--- config.mk ---
export PLATFORM = sky130hd
export DESIGN_NAME = lbp_top
export DESIGN_NICKNAME = d
export VERILOG_FILES = /design/src/hw/lbp_pkg.sv /design/src/hw/angle_table.sv /design/src/hw/bilinear_cmp.sv /design/src/hw/lbp_top.sv /design/src/hw/pixel_sequencer.sv /design/src/hw/sample_geometry.sv
export SDC_FILE = /design/constraint.sdc
export NUM_CORES = 2
export LEC_CHECK = 0
export BUFFER_PORTS_ARGS = -buffer_cell sky130_fd_sc_hd__buf_4
export CAP_MARGIN = 20
export CORE_MARGIN = 5
export CORE_UTILIZATION = 65
export CTS_CLUSTER_SIZE = 40
export DETAILED_ROUTE_END_ITERATION = 8
export PLACE_DENSITY = 0.93
export SETUP_SLACK_MARGIN = 0.4
export SLEW_MARGIN = 30
export SYNTH_ARGS = -nofsm -noshare
export SYNTH_HDL_FRONTEND = slang
export SYNTH_HIERARCHICAL = 1
export SYNTH_SLANG_ARGS = --single-unit
--- constraint.sdc ---
create_clock -name clk -period 22.5 [get_ports clk]
set_input_delay 3.375 -clock clk [delete_from_list [all_inputs] [get_ports clk]]
set_output_delay 3.375 -clock clk [all_outputs]
set_load 0.005 [all_outputs]
--- src/hw/lbp_pkg.sv ---
`default_nettype none

package lbp_pkg;

    ////////////////////////////////////////////////////////////
    // fixed point format
    ////////////////////////////////////////////////////////////

    localparam int int_width  = 9;
    localparam int frac_width = 16;

    // raw view for arithmetic, parts view for floor and fraction tests
    typedef union packed {
        logic signed [int_width+frac_width-1:0] raw;
        struct packed {
            logic signed [int_width-1:0] ipart;
            logic [frac_width-1:0]       frac;
        } parts;
    } fix_t;

    localparam fix_t fix_one = 25'sd65536;
    localparam fix_t pi_fix  = 25'sd205887;

    ////////////////////////////////////////////////////////////
    // image and pattern
    ////////////////////////////////////////////////////////////

    localparam int img_side   = 64;
    localparam int lbp_radius = 3;
    localparam int n_samples  = 8;

    typedef logic [11:0] img_addr_t;
    typedef logic [2:0]  sample_idx_t;
    typedef logic [7:0]  gray_t;
    typedef logic [7:0]  lbp_code_t;

    typedef struct packed {
        fix_t cos;
        fix_t sin;
    } trig_t;

    // corner offsets and the weight of each corner
    typedef struct packed {
        logic signed [8:0] dx1;
        logic signed [8:0] dx2;
        logic signed [8:0] dy1;
        logic signed [8:0] dy2;
        logic [16:0]       w11;    // (x1,y1)
        logic [16:0]       w21;    // (x2,y1)
        logic [16:0]       w12;    // (x1,y2)
        logic [16:0]       w22;    // (x2,y2)
    } sample_geo_t;

endpackage

`default_nettype wire

--- src/hw/angle_table.sv ---
`default_nettype none

module angle_table import lbp_pkg::*; #(
    parameter int int_width  = lbp_pkg::int_width,
    parameter int frac_width = lbp_pkg::frac_width
) (
    input  logic        clk,
    input  logic        rst,
    input  logic        start,
    input  fix_t        cos_data,
    input  fix_t        sin_data,
    input  logic        cos_valid,
    input  logic        sin_valid,
    input  sample_idx_t sel,
    output fix_t        theta,
    output logic        theta_valid,
    output logic        table_ready,
    output trig_t       trig
);

    localparam int fix_w = int_width + frac_width;

    sample_idx_t      req_idx;
    sample_idx_t      rsp_idx;
    logic             rsp_pending;
    logic [fix_w+3:0] angle_prod;
    trig_t            table_mem [n_samples];

    assign angle_prod = {pi_fix.raw, 1'b0} * req_idx;    // 2*pi*k, shifted down by 3 below

    always_comb
    begin
        theta = '0;
        if (theta_valid)
            theta.raw = angle_prod[fix_w+2:3];
    end

    always_ff @(posedge clk or posedge rst)
    begin
        if (rst)
        begin
            req_idx     <= '0;
            theta_valid <= 1'b0;
            rsp_idx     <= '0;
            rsp_pending <= 1'b0;
            table_ready <= 1'b0;
        end
        else
        begin
            rsp_pending <= theta_valid;    // answer comes one cycle after the request
            rsp_idx     <= req_idx;
            if (start)
            begin
                theta_valid <= 1'b1;
                req_idx     <= '0;
                table_ready <= 1'b0;
            end
            else if (theta_valid)
            begin
                req_idx <= req_idx + 1'b1;
                if (req_idx == sample_idx_t'(n_samples - 1))
                    theta_valid <= 1'b0;
            end
            if (rsp_pending && rsp_idx == sample_idx_t'(n_samples - 1))
                table_ready <= 1'b1;
        end
    end

    always_ff @(posedge clk)
    begin
        if (rsp_pending && cos_valid)
            table_mem[rsp_idx].cos <= cos_data;
        if (rsp_pending && sin_valid)
            table_mem[rsp_idx].sin <= sin_data;
    end

    assign trig = table_mem[sel];

endmodule

`default_nettype wire

--- src/hw/bilinear_cmp.sv ---
`default_nettype none

module bilinear_cmp import lbp_pkg::*; #(
    parameter int int_width  = lbp_pkg::int_width,
    parameter int frac_width = lbp_pkg::frac_width
) (
    input  logic        clk,
    input  logic        rst,
    input  logic        acc_clear,
    input  logic        corner_valid,
    input  logic [1:0]  corner_sel,
    input  gray_t       gray_data,
    input  sample_geo_t geo,
    input  gray_t       center,
    output logic        bit_out
);

    localparam int acc_w = int_width + frac_width + 1;

    logic [frac_width:0]  weight;
    logic [acc_w-1:0]     acc;
    logic [int_width-1:0] rounded;

    always_comb
    begin
        case (corner_sel)
            2'd0:    weight = geo.w11;
            2'd1:    weight = geo.w21;
            2'd2:    weight = geo.w12;
            default: weight = geo.w22;
        endcase
    end

    always_ff @(posedge clk or posedge rst)
    begin
        if (rst)
            acc <= '0;
        else if (acc_clear)
            acc <= '0;
        else if (corner_valid)
            acc <= acc + gray_data * weight;
    end

    // round half up on the top fraction bit
    assign rounded = acc[frac_width +: int_width] + int_width'(acc[frac_width-1]);
    assign bit_out = (rounded >= int_width'(center));

endmodule

`default_nettype wire

--- src/hw/lbp_top.sv ---
`default_nettype none

module lbp_top import lbp_pkg::*; #(
    parameter int int_width  = lbp_pkg::int_width,
    parameter int frac_width = lbp_pkg::frac_width
) (
    input  logic      clk,
    input  logic      rst,
    input  logic      enable,
    output fix_t      theta,
    output logic      theta_valid,
    input  fix_t      cos_data,
    input  logic      cos_valid,
    input  fix_t      sin_data,
    input  logic      sin_valid,
    output img_addr_t gray_addr,
    output logic      gray_oe,
    input  gray_t     gray_data,
    output img_addr_t lbp_addr,
    output logic      lbp_wen,
    output lbp_code_t lbp_data,
    output logic      finish
);

    logic        start;
    logic        table_ready;
    sample_idx_t sel;
    trig_t       trig;
    sample_geo_t geo;
    logic        acc_clear;
    logic [1:0]  corner_sel;
    logic        corner_valid;
    gray_t       center;
    logic        bit_out;

    angle_table #(
        .int_width  (int_width),
        .frac_width (frac_width)
    ) angle_table_i (
        .clk         (clk),
        .rst         (rst),
        .start       (start),
        .cos_data    (cos_data),
        .sin_data    (sin_data),
        .cos_valid   (cos_valid),
        .sin_valid   (sin_valid),
        .sel         (sel),
        .theta       (theta),
        .theta_valid (theta_valid),
        .table_ready (table_ready),
        .trig        (trig)
    );

    sample_geometry #(
        .int_width  (int_width),
        .frac_width (frac_width)
    ) sample_geometry_i (
        .trig (trig),
        .geo  (geo)
    );

    pixel_sequencer pixel_sequencer_i (
        .clk          (clk),
        .rst          (rst),
        .enable       (enable),
        .table_ready  (table_ready),
        .geo          (geo),
        .gray_data    (gray_data),
        .bit_in       (bit_out),
        .start        (start),
        .sel          (sel),
        .gray_addr    (gray_addr),
        .gray_oe      (gray_oe),
        .acc_clear    (acc_clear),
        .corner_sel   (corner_sel),
        .corner_valid (corner_valid),
        .center       (center),
        .lbp_addr     (lbp_addr),
        .lbp_wen      (lbp_wen),
        .lbp_data     (lbp_data),
        .finish       (finish)
    );

    bilinear_cmp #(
        .int_width  (int_width),
        .frac_width (frac_width)
    ) bilinear_cmp_i (
        .clk          (clk),
        .rst          (rst),
        .acc_clear    (acc_clear),
        .corner_valid (corner_valid),
        .corner_sel   (corner_sel),
        .gray_data    (gray_data),
        .geo          (geo),
        .center       (center),
        .bit_out      (bit_out)
    );

endmodule

`default_nettype wire

--- src/hw/pixel_sequencer.sv ---
`default_nettype none

module pixel_sequencer import lbp_pkg::*; (
    input  logic        clk,
    input  logic        rst,
    input  logic        enable,
    input  logic        table_ready,
    input  sample_geo_t geo,
    input  gray_t       gray_data,
    input  logic        bit_in,
    output logic        start,
    output sample_idx_t sel,
    output img_addr_t   gray_addr,
    output logic        gray_oe,
    output logic        acc_clear,
    output logic [1:0]  corner_sel,
    output logic        corner_valid,
    output gray_t       center,
    output img_addr_t   lbp_addr,
    output logic        lbp_wen,
    output lbp_code_t   lbp_data,
    output logic        finish
);

    localparam int        side_bits = $clog2(img_side);
    localparam img_addr_t last_pix  = img_addr_t'(img_side * img_side - 1);

    typedef enum logic [2:0] {s_idle, s_load, s_pixel, s_sample, s_write} state_t;

    state_t               state;
    img_addr_t            pix;
    sample_idx_t          k;
    logic [2:0]           phase;    // 0..3 corner reads, 4 compare
    logic                 center_pend;
    logic [n_samples-2:0] code_lo;
    logic [side_bits-1:0] row;
    logic [side_bits-1:0] col;
    logic                 border;
    logic signed [8:0]    dx;
    logic signed [8:0]    dy;
    img_addr_t            corner_addr;

    ////////////////////////////////////////////////////////////
    // border test and corner address
    ////////////////////////////////////////////////////////////

    assign row = pix[2*side_bits-1:side_bits];
    assign col = pix[side_bits-1:0];
    assign border = (row < lbp_radius) || (row >= img_side - lbp_radius) ||
                    (col < lbp_radius) || (col >= img_side - lbp_radius);

    // corner order x1y1, x2y1, x1y2, x2y2
    assign dx = phase[0] ? geo.dx2 : geo.dx1;
    assign dy = phase[1] ? geo.dy2 : geo.dy1;
    assign corner_addr = pix + {{3{dx[8]}}, dx} + ({{3{dy[8]}}, dy} << side_bits);

    assign sel      = k;
    assign lbp_addr = pix;

    always_comb
    begin
        start     = 1'b0;
        gray_oe   = 1'b0;
        gray_addr = pix;
        acc_clear = 1'b0;
        lbp_wen   = 1'b0;
        lbp_data  = '0;
        case (state)
            s_idle:
                start = enable && !table_ready;
            s_pixel:
            begin
                lbp_wen = border;    // border code stays 0
                gray_oe = !border;   // center read
            end
            s_sample:
            begin
                gray_oe   = (phase < 3'd4);
                gray_addr = corner_addr;
                acc_clear = (phase == 3'd0);
            end
            s_write:
            begin
                lbp_wen  = 1'b1;
                lbp_data = {bit_in, code_lo};
            end
            default:
                ;
        endcase
    end

    ////////////////////////////////////////////////////////////
    // control
    ////////////////////////////////////////////////////////////

    always_ff @(posedge clk or posedge rst)
    begin
        if (rst)
        begin
            state        <= s_idle;
            pix          <= '0;
            k            <= '0;
            phase        <= '0;
            center_pend  <= 1'b0;
            corner_valid <= 1'b0;
            corner_sel   <= '0;
            finish       <= 1'b0;
        end
        else
        begin
            center_pend  <= (state == s_pixel) && !border;
            corner_valid <= (state == s_sample) && (phase < 3'd4);    // lines up with gray_data
            corner_sel   <= phase[1:0];
            finish       <= lbp_wen && (pix == last_pix);
            case (state)
                s_idle:
                begin
                    pix <= '0;
                    if (enable)
                        state <= table_ready ? s_pixel : s_load;
                end
                s_load:
                    if (table_ready)
                        state <= s_pixel;
                s_pixel:
                begin
                    k     <= '0;
                    phase <= '0;
                    if (!border)
                        state <= s_sample;
                    else if (pix == last_pix)
                        state <= s_idle;
                    else
                        pix <= pix + 1'b1;
                end
                s_sample:
                begin
                    if (phase == 3'd4)
                    begin
                        phase <= '0;
                        k     <= k + 1'b1;
                        if (k == sample_idx_t'(n_samples - 1))
                            state <= s_write;
                    end
                    else
                        phase <= phase + 1'b1;
                end
                s_write:
                begin
                    if (pix == last_pix)
                        state <= s_idle;
                    else
                    begin
                        pix   <= pix + 1'b1;
                        state <= s_pixel;
                    end
                end
                default:
                    state <= s_idle;
            endcase
        end
    end

    // bit of the previous sample is ready while the next one starts
    always_ff @(posedge clk)
    begin
        if (center_pend)
            center <= gray_data;
        if (state == s_sample && phase == 3'd0 && k != '0)
            code_lo[k - 1'b1] <= bit_in;
    end

endmodule

`default_nettype wire

--- src/hw/sample_geometry.sv ---
`default_nettype none

module sample_geometry import lbp_pkg::*; #(
    parameter int int_width  = lbp_pkg::int_width,
    parameter int frac_width = lbp_pkg::frac_width
) (
    input  trig_t       trig,
    output sample_geo_t geo
);

    localparam logic [frac_width:0] w_one = fix_one.raw[frac_width:0];

    fix_t                        rx;
    fix_t                        ry;
    logic signed [int_width-1:0] x1;
    logic signed [int_width-1:0] y1;
    logic [frac_width:0]         tx;
    logic [frac_width:0]         ty;
    logic [frac_width:0]         ux;
    logic [frac_width:0]         uy;
    logic [2*frac_width+1:0]     p11;
    logic [2*frac_width+1:0]     p21;
    logic [2*frac_width+1:0]     p12;
    logic [2*frac_width+1:0]     p22;

    always_comb
    begin
        rx.raw = trig.cos.raw * 25'(lbp_radius);
        ry.raw = -(trig.sin.raw * 25'(lbp_radius));    // image rows grow downward

        x1 = rx.parts.ipart;    // floor
        y1 = ry.parts.ipart;
        tx = {1'b0, rx.parts.frac};
        ty = {1'b0, ry.parts.frac};
        ux = w_one - tx;
        uy = w_one - ty;

        p11 = ux * uy;
        p21 = tx * uy;
        p12 = ux * ty;
        p22 = tx * ty;

        geo.dx1 = x1;
        geo.dx2 = (rx.parts.frac != '0) ? x1 + 1'b1 : x1;
        geo.dy1 = y1;
        geo.dy2 = (ry.parts.frac != '0) ? y1 + 1'b1 : y1;

        // keep 16 fraction bits, 1.0 still fits in 17
        geo.w11 = p11[frac_width +: frac_width+1];
        geo.w21 = p21[frac_width +: frac_width+1];
        geo.w12 = p12[frac_width +: frac_width+1];
        geo.w22 = p22[frac_width +: frac_width+1];
    end

endmodule

`default_nettype wire

---- Yosys cells after proc, flatten, opt, wreduce, memory -nomap -nowiden ----
Memory sizes are Yosys's and may differ from the RTL's.
Index checks and enable logic that the tools add are counted.
storage, ports and cells
  register bits ........................... 76
  bits in writable memories ............... 400
  input port bits ......................... 63
  output and inout port bits .............. 61
  word-level logic and storage cells ...... 137
  memories ................................ 1
operators by class
  add/subtract/negate cells ............... 14
  multiply operators ...................... 8
  magnitude comparators ................... 8
  equality and inequality tests ........... 17
  muxes and demuxes ....................... 44
  reductions and logical operators ........ 29
memories
  name                     words  bits a word  read ports  clocked after Yosys merged registers in  write ports  RTL line           source
  angle_table_i.table_mem  8      50           1           0                                        1            angle_table.sv:27  trig_t table_mem [n_samples];
operators with widths
  operator                                            number
  2-to-1 mux 26 bit                                   2
  one-hot mux 17 bit (3 select lines)                 1
  2-to-1 mux 12 bit                                   3
  one-hot mux 12 bit (3 select lines)                 1
  subtractor 17 x 16 -> 17 bit, first input constant  2
  multiplier 16 x 17 -> 33 bit                        1
  multiplier 17 x 16 -> 33 bit                        1
  multiplier 17 x 17 -> 33 bit                        1
  multiplier 16 x 16 -> 32 bit                        1
  nonzero test 16 bit                                 2
  2-to-1 mux 3 bit                                    10
  adder 26 x 25 -> 26 bit                             1
  multiplier 25 x 3 -> 22 bit, second input constant  1
  multiplier 25 x 3 -> 25 bit, second input constant  1
  multiplier 8 x 17 -> 25 bit                         1
  adder 12 bit                                        2
  negator 22 bit                                      1
  multiplier 18 x 3 -> 21 bit, first input constant   1
  2-to-1 mux 19 bit                                   1
  2-to-1 mux 9 bit                                    2
  equality test 3 bit, second input constant          5
  one-hot mux 3 bit (5 select lines)                  1
  adder 12 x 1 -> 12 bit, second input constant       1
  equality test 12 bit, second input constant         1
  35 further kinds                                    76

---- Longest topological paths before layout ----
An unclocked memory read counts as a cell.
  word-level depth ........................ 10
  depth in mapped cells ................... 61
  depth with buffers taken out ............ 56

---- Modules after synthesis ----
Netlist, hierarchy kept.
modules (own cells, without submodules)
  module           times used  cells each  area each (um2)  seq. area each (um2)
  sample_geometry  1           4396        37113.1          0.0
  angle_table      1           677         16215.6          12236.7
  bilinear_cmp     1           803         7105.6           625.6
  pixel_sequencer  1           324         3051.7           1101.1

---- Worst setup path before layout ----
Ideal clock, no wire load.
  path kind ............................... reg-to-reg
  from .................................... register pixel_sequencer_i.k[2] (netlist: pixel_sequencer_i/sel[2])
  to ...................................... register bilinear_cmp_i.acc[23]
  library setup time ...................... 124 ps
  data arrival time ....................... 14949 ps
  data required time ...................... 22376 ps
  setup slack ............................. 7427 ps
  stages on the path, launching flop included .. 59
  path buffers ............................ 5
  period minus slack after synthesis ...... 15073 ps
  cell sequence ........................... dfrtp_1 > clkbuf_2 > buf_1 > mux4_1 > mux2_2 > buf_1 > inv_1 > ha_1 > ha_1 > nand2_1 > fa_1 > nor2b_1 > o21ai_0 > nand2_1 > xnor2_1 > nor3_1 > nand2_1 > nor3_1 > [... 23 more ...] > a31o_2 > xor2_1 > mux4_2 > and2_1 > fa_1 > fa_1 > fa_1 > inv_1 > fa_1 > inv_1 > ha_1 > buf_6 > and2_4 > a311o_1 > a211oi_1 > nand3_1 > mux2i_1 > a211o_1
RTL lines
  what                    RTL line                source
  start, declared         pixel_sequencer.sv:32   sample_idx_t k;
  start signal, assigned  pixel_sequencer.sv:141  k <= k + 1'b1;
  end signal, assigned    bilinear_cmp.sv:41      acc <= acc + gray_data * weight;
  end, declared           bilinear_cmp.sv:21      logic [acc_w-1:0] acc;

==> results.toml <==
[sta]
hold_viol = 0
rsz0062_at_grt = "false"
report.final.slew_viol_count = 0
worstMarginPinSlew_ns = 1.068
worst_slack_ns = 4.213
fin_crit_ns = 18.29
period_share_pct = 81.28
setup_viol = 0
maxSlewHeadroom_pct = 28.29
clock_skew_ns = 0.01164
max_freq_mhz = 54.68
holdWs_ns = 0.5194
tns_ns = 0

[global_route]
track_usage_pct = 33.92
grt_first_pass_wirelength_mm = 272.5
grtUsageMet3_pct = 8.758
grtUsageMet2_pct = 57.28
use_met1_pct = 38.26
antenna_found_initial = 4
overflow = 0
grt_max_degree = 49
busiest_layer = "met2"
grt_pass1_vias = 51976

[clock_network]
tritoncts = "built"
cts_buffers = 42
htree_levels = 2
cts_resized = 0
path_clk_slew_ns = 0.06
post_cts_buffers = 0
clock-root-buffer = "clkbuf_16"
clkSinkCount = 451
insertion_delay_ns = 0.61
hold_buffers = 0
clock_path_buffers = 3

[floorplanning]
dieWidth_um = 319.6
rows = 113
die_h_um = 319.6
coreArea_mm2 = 0.09501
ioPinCount = 124
start_util_pct = 65.59
dieArea_mm2 = 0.1022

[place]
post-place-ws_ns = 4.652
gp_congestion = 0.9814
place_hpwl_mm = 125.9
port_buffers = 113

[synthesis]
synth.cell_area_mm2 = 0.06231
yosysWarnings = 6
syn_inst = 6130
avgSynthCellArea_um2 = 10.17

[detailed_routing]
vias = 46696
post-route-drc-count = 0
vias_per_cell = 6.268
drt_iter0_markers = 5218
wirelength_mm = 172.8
wl_per_cell_um = 23.20
drt_first_pass_iters = 8
postRouteAntennaNets = 0

[flow_run]
drv_cap = 0

[critical_path]
start_kind = "register"
cp_slowest_stage_delay_ns = 0.84
r2r-start = "pixel_sequencer_i/sel[1]"
cp_max_fo = 44
crit_top_cell = "fa_1"
crit_arrival_ns = 18.74
worstSetupPathType = "reg -> reg"
worst_setup_path_end_kind = "register"
slowest_stage = "a2111oi_0"
crit_required_ns = 22.96
critPathLaunch = "pixel_sequencer_i/sel[1]"

[hold_path]
min_from = "bilinear_cmp_i/acc[8]"
hp-class = "reg -> reg"

[finish]
layout-drive-gt1-share_pct = 7.942
area_growth_pct = 6.329
layout.nets = 7768

[outcome]
outcome = "completed"
==> cell usage in the layout (no fill, tap or decap), drive strengths merged, types with 11 or more instances in the layout <==
cell	instances
clkbuf	48
mux4	111
clkinv	19
nand3	58
nor3	65
o21a	27
nand2	821
xnor2	151
a21o	44
o31ai	11
ha	603
nand3b	12
a21oi	123
nor2b	32
nand4	28
and3	18
mux2	61
fa	953
o21ai	85
dfrtp	60
nand2b	47
or3	22
buf	229
a211oi	17
nor2	411
xor2	60
and2	182
edfxtp	391
or2	12
o21bai	16
mux2i	23
inv	1288
==> cell type report <==
cell class | count | area, um2
Multi-Input combinational cell | 4140 | 43490
Fill cell | 5948 | 28750
Sequential cell | 451 | 13250
Inverter | 1285 | 4823
Timing Repair Buffer | 229 | 1719
Tap cell | 1265 | 1583
Clock buffer | 48 | 1084
Clock inverter | 29 | 300.3
Antenna cell | 3 | 7.507
==> routing by layer <==
layer	routed length, um	up-vias
li1	-	19395
met1	55490	22874
met2	82480	3304
met3	20570	1119
met4	14290	4
met5	21	-
==> per-stage QoR <==
stage / cell area, um2 / cells / utilization [%]
final: 66260 / 7450 / 69.74
after global routing: 66250 / 7447 / 69.73
after CTS: 66240 / 7447 / 69.72
after detailed placement: 64860 / 7370 / 68.26
after global placement: 64830 / 7370 / 68.23
after floorplan: 62340 / 6136 / -
==> critical path: cells and delay by family (launching register included) <==
kind | cells | cell delay, ns
AOI/OAI and AO/OA | 15 | 4.73
adders and majority gates | 14 | 6.54
and+or+nand+nor | 8 | 2.13
buffers and inverters | 11 | 1.60
muxes | 3 | 1.56
xor gates and xnor gates | 2 | 0.85
DFF | 1 | 0.70
==> sequential cells by signal, indices dropped and copies added, names as in the netlist <==
| name | count |
|---|---|
| angle_table_i/req_idx | 3 |
| pixel_sequencer_i/code_lo | 7 |
| pixel_sequencer_i/phase | 3 |
| angle_table_i/rsp_pending | 1 |
| angle_table_i/theta_valid | 1 |
| pixel_sequencer_i/corner_valid | 1 |
| pixel_sequencer_i/center | 8 |
| pixel_sequencer_i/center_pend | 1 |
| pixel_sequencer_i/corner_sel | 2 |
| pixel_sequencer_i/state | 3 |
| pixel_sequencer_i/sel | 3 |
| pixel_sequencer_i/lbp_addr | 12 |
| pixel_sequencer_i/finish | 1 |
| angle_table_i/table_ready | 1 |
| angle_table_i/table_mem | 376 |
| bilinear_cmp_i/acc | 25 |
| angle_table_i/rsp_idx | 3 |
==> worst paths after layout <==
kind	end	slack [ns]	cells after the start
worst max-delay path	bilinear_cmp_i/acc[24]	4.21	53
worst min-delay path	bilinear_cmp_i/acc[8]	0.52	2
worst max register to register	bilinear_cmp_i/acc[24]	4.21	53
worst min register to register	bilinear_cmp_i/acc[8]	0.52	2
max in group asynchronous	pixel_sequencer_i/sel[1]	19.17	2
min in group asynchronous	angle_table_i/rsp_idx[2]	2.79	2
Power is left out: the tool's default activity adds up to more than one toggle a clock period on the data nets, which glitch-free logic cannot reach.
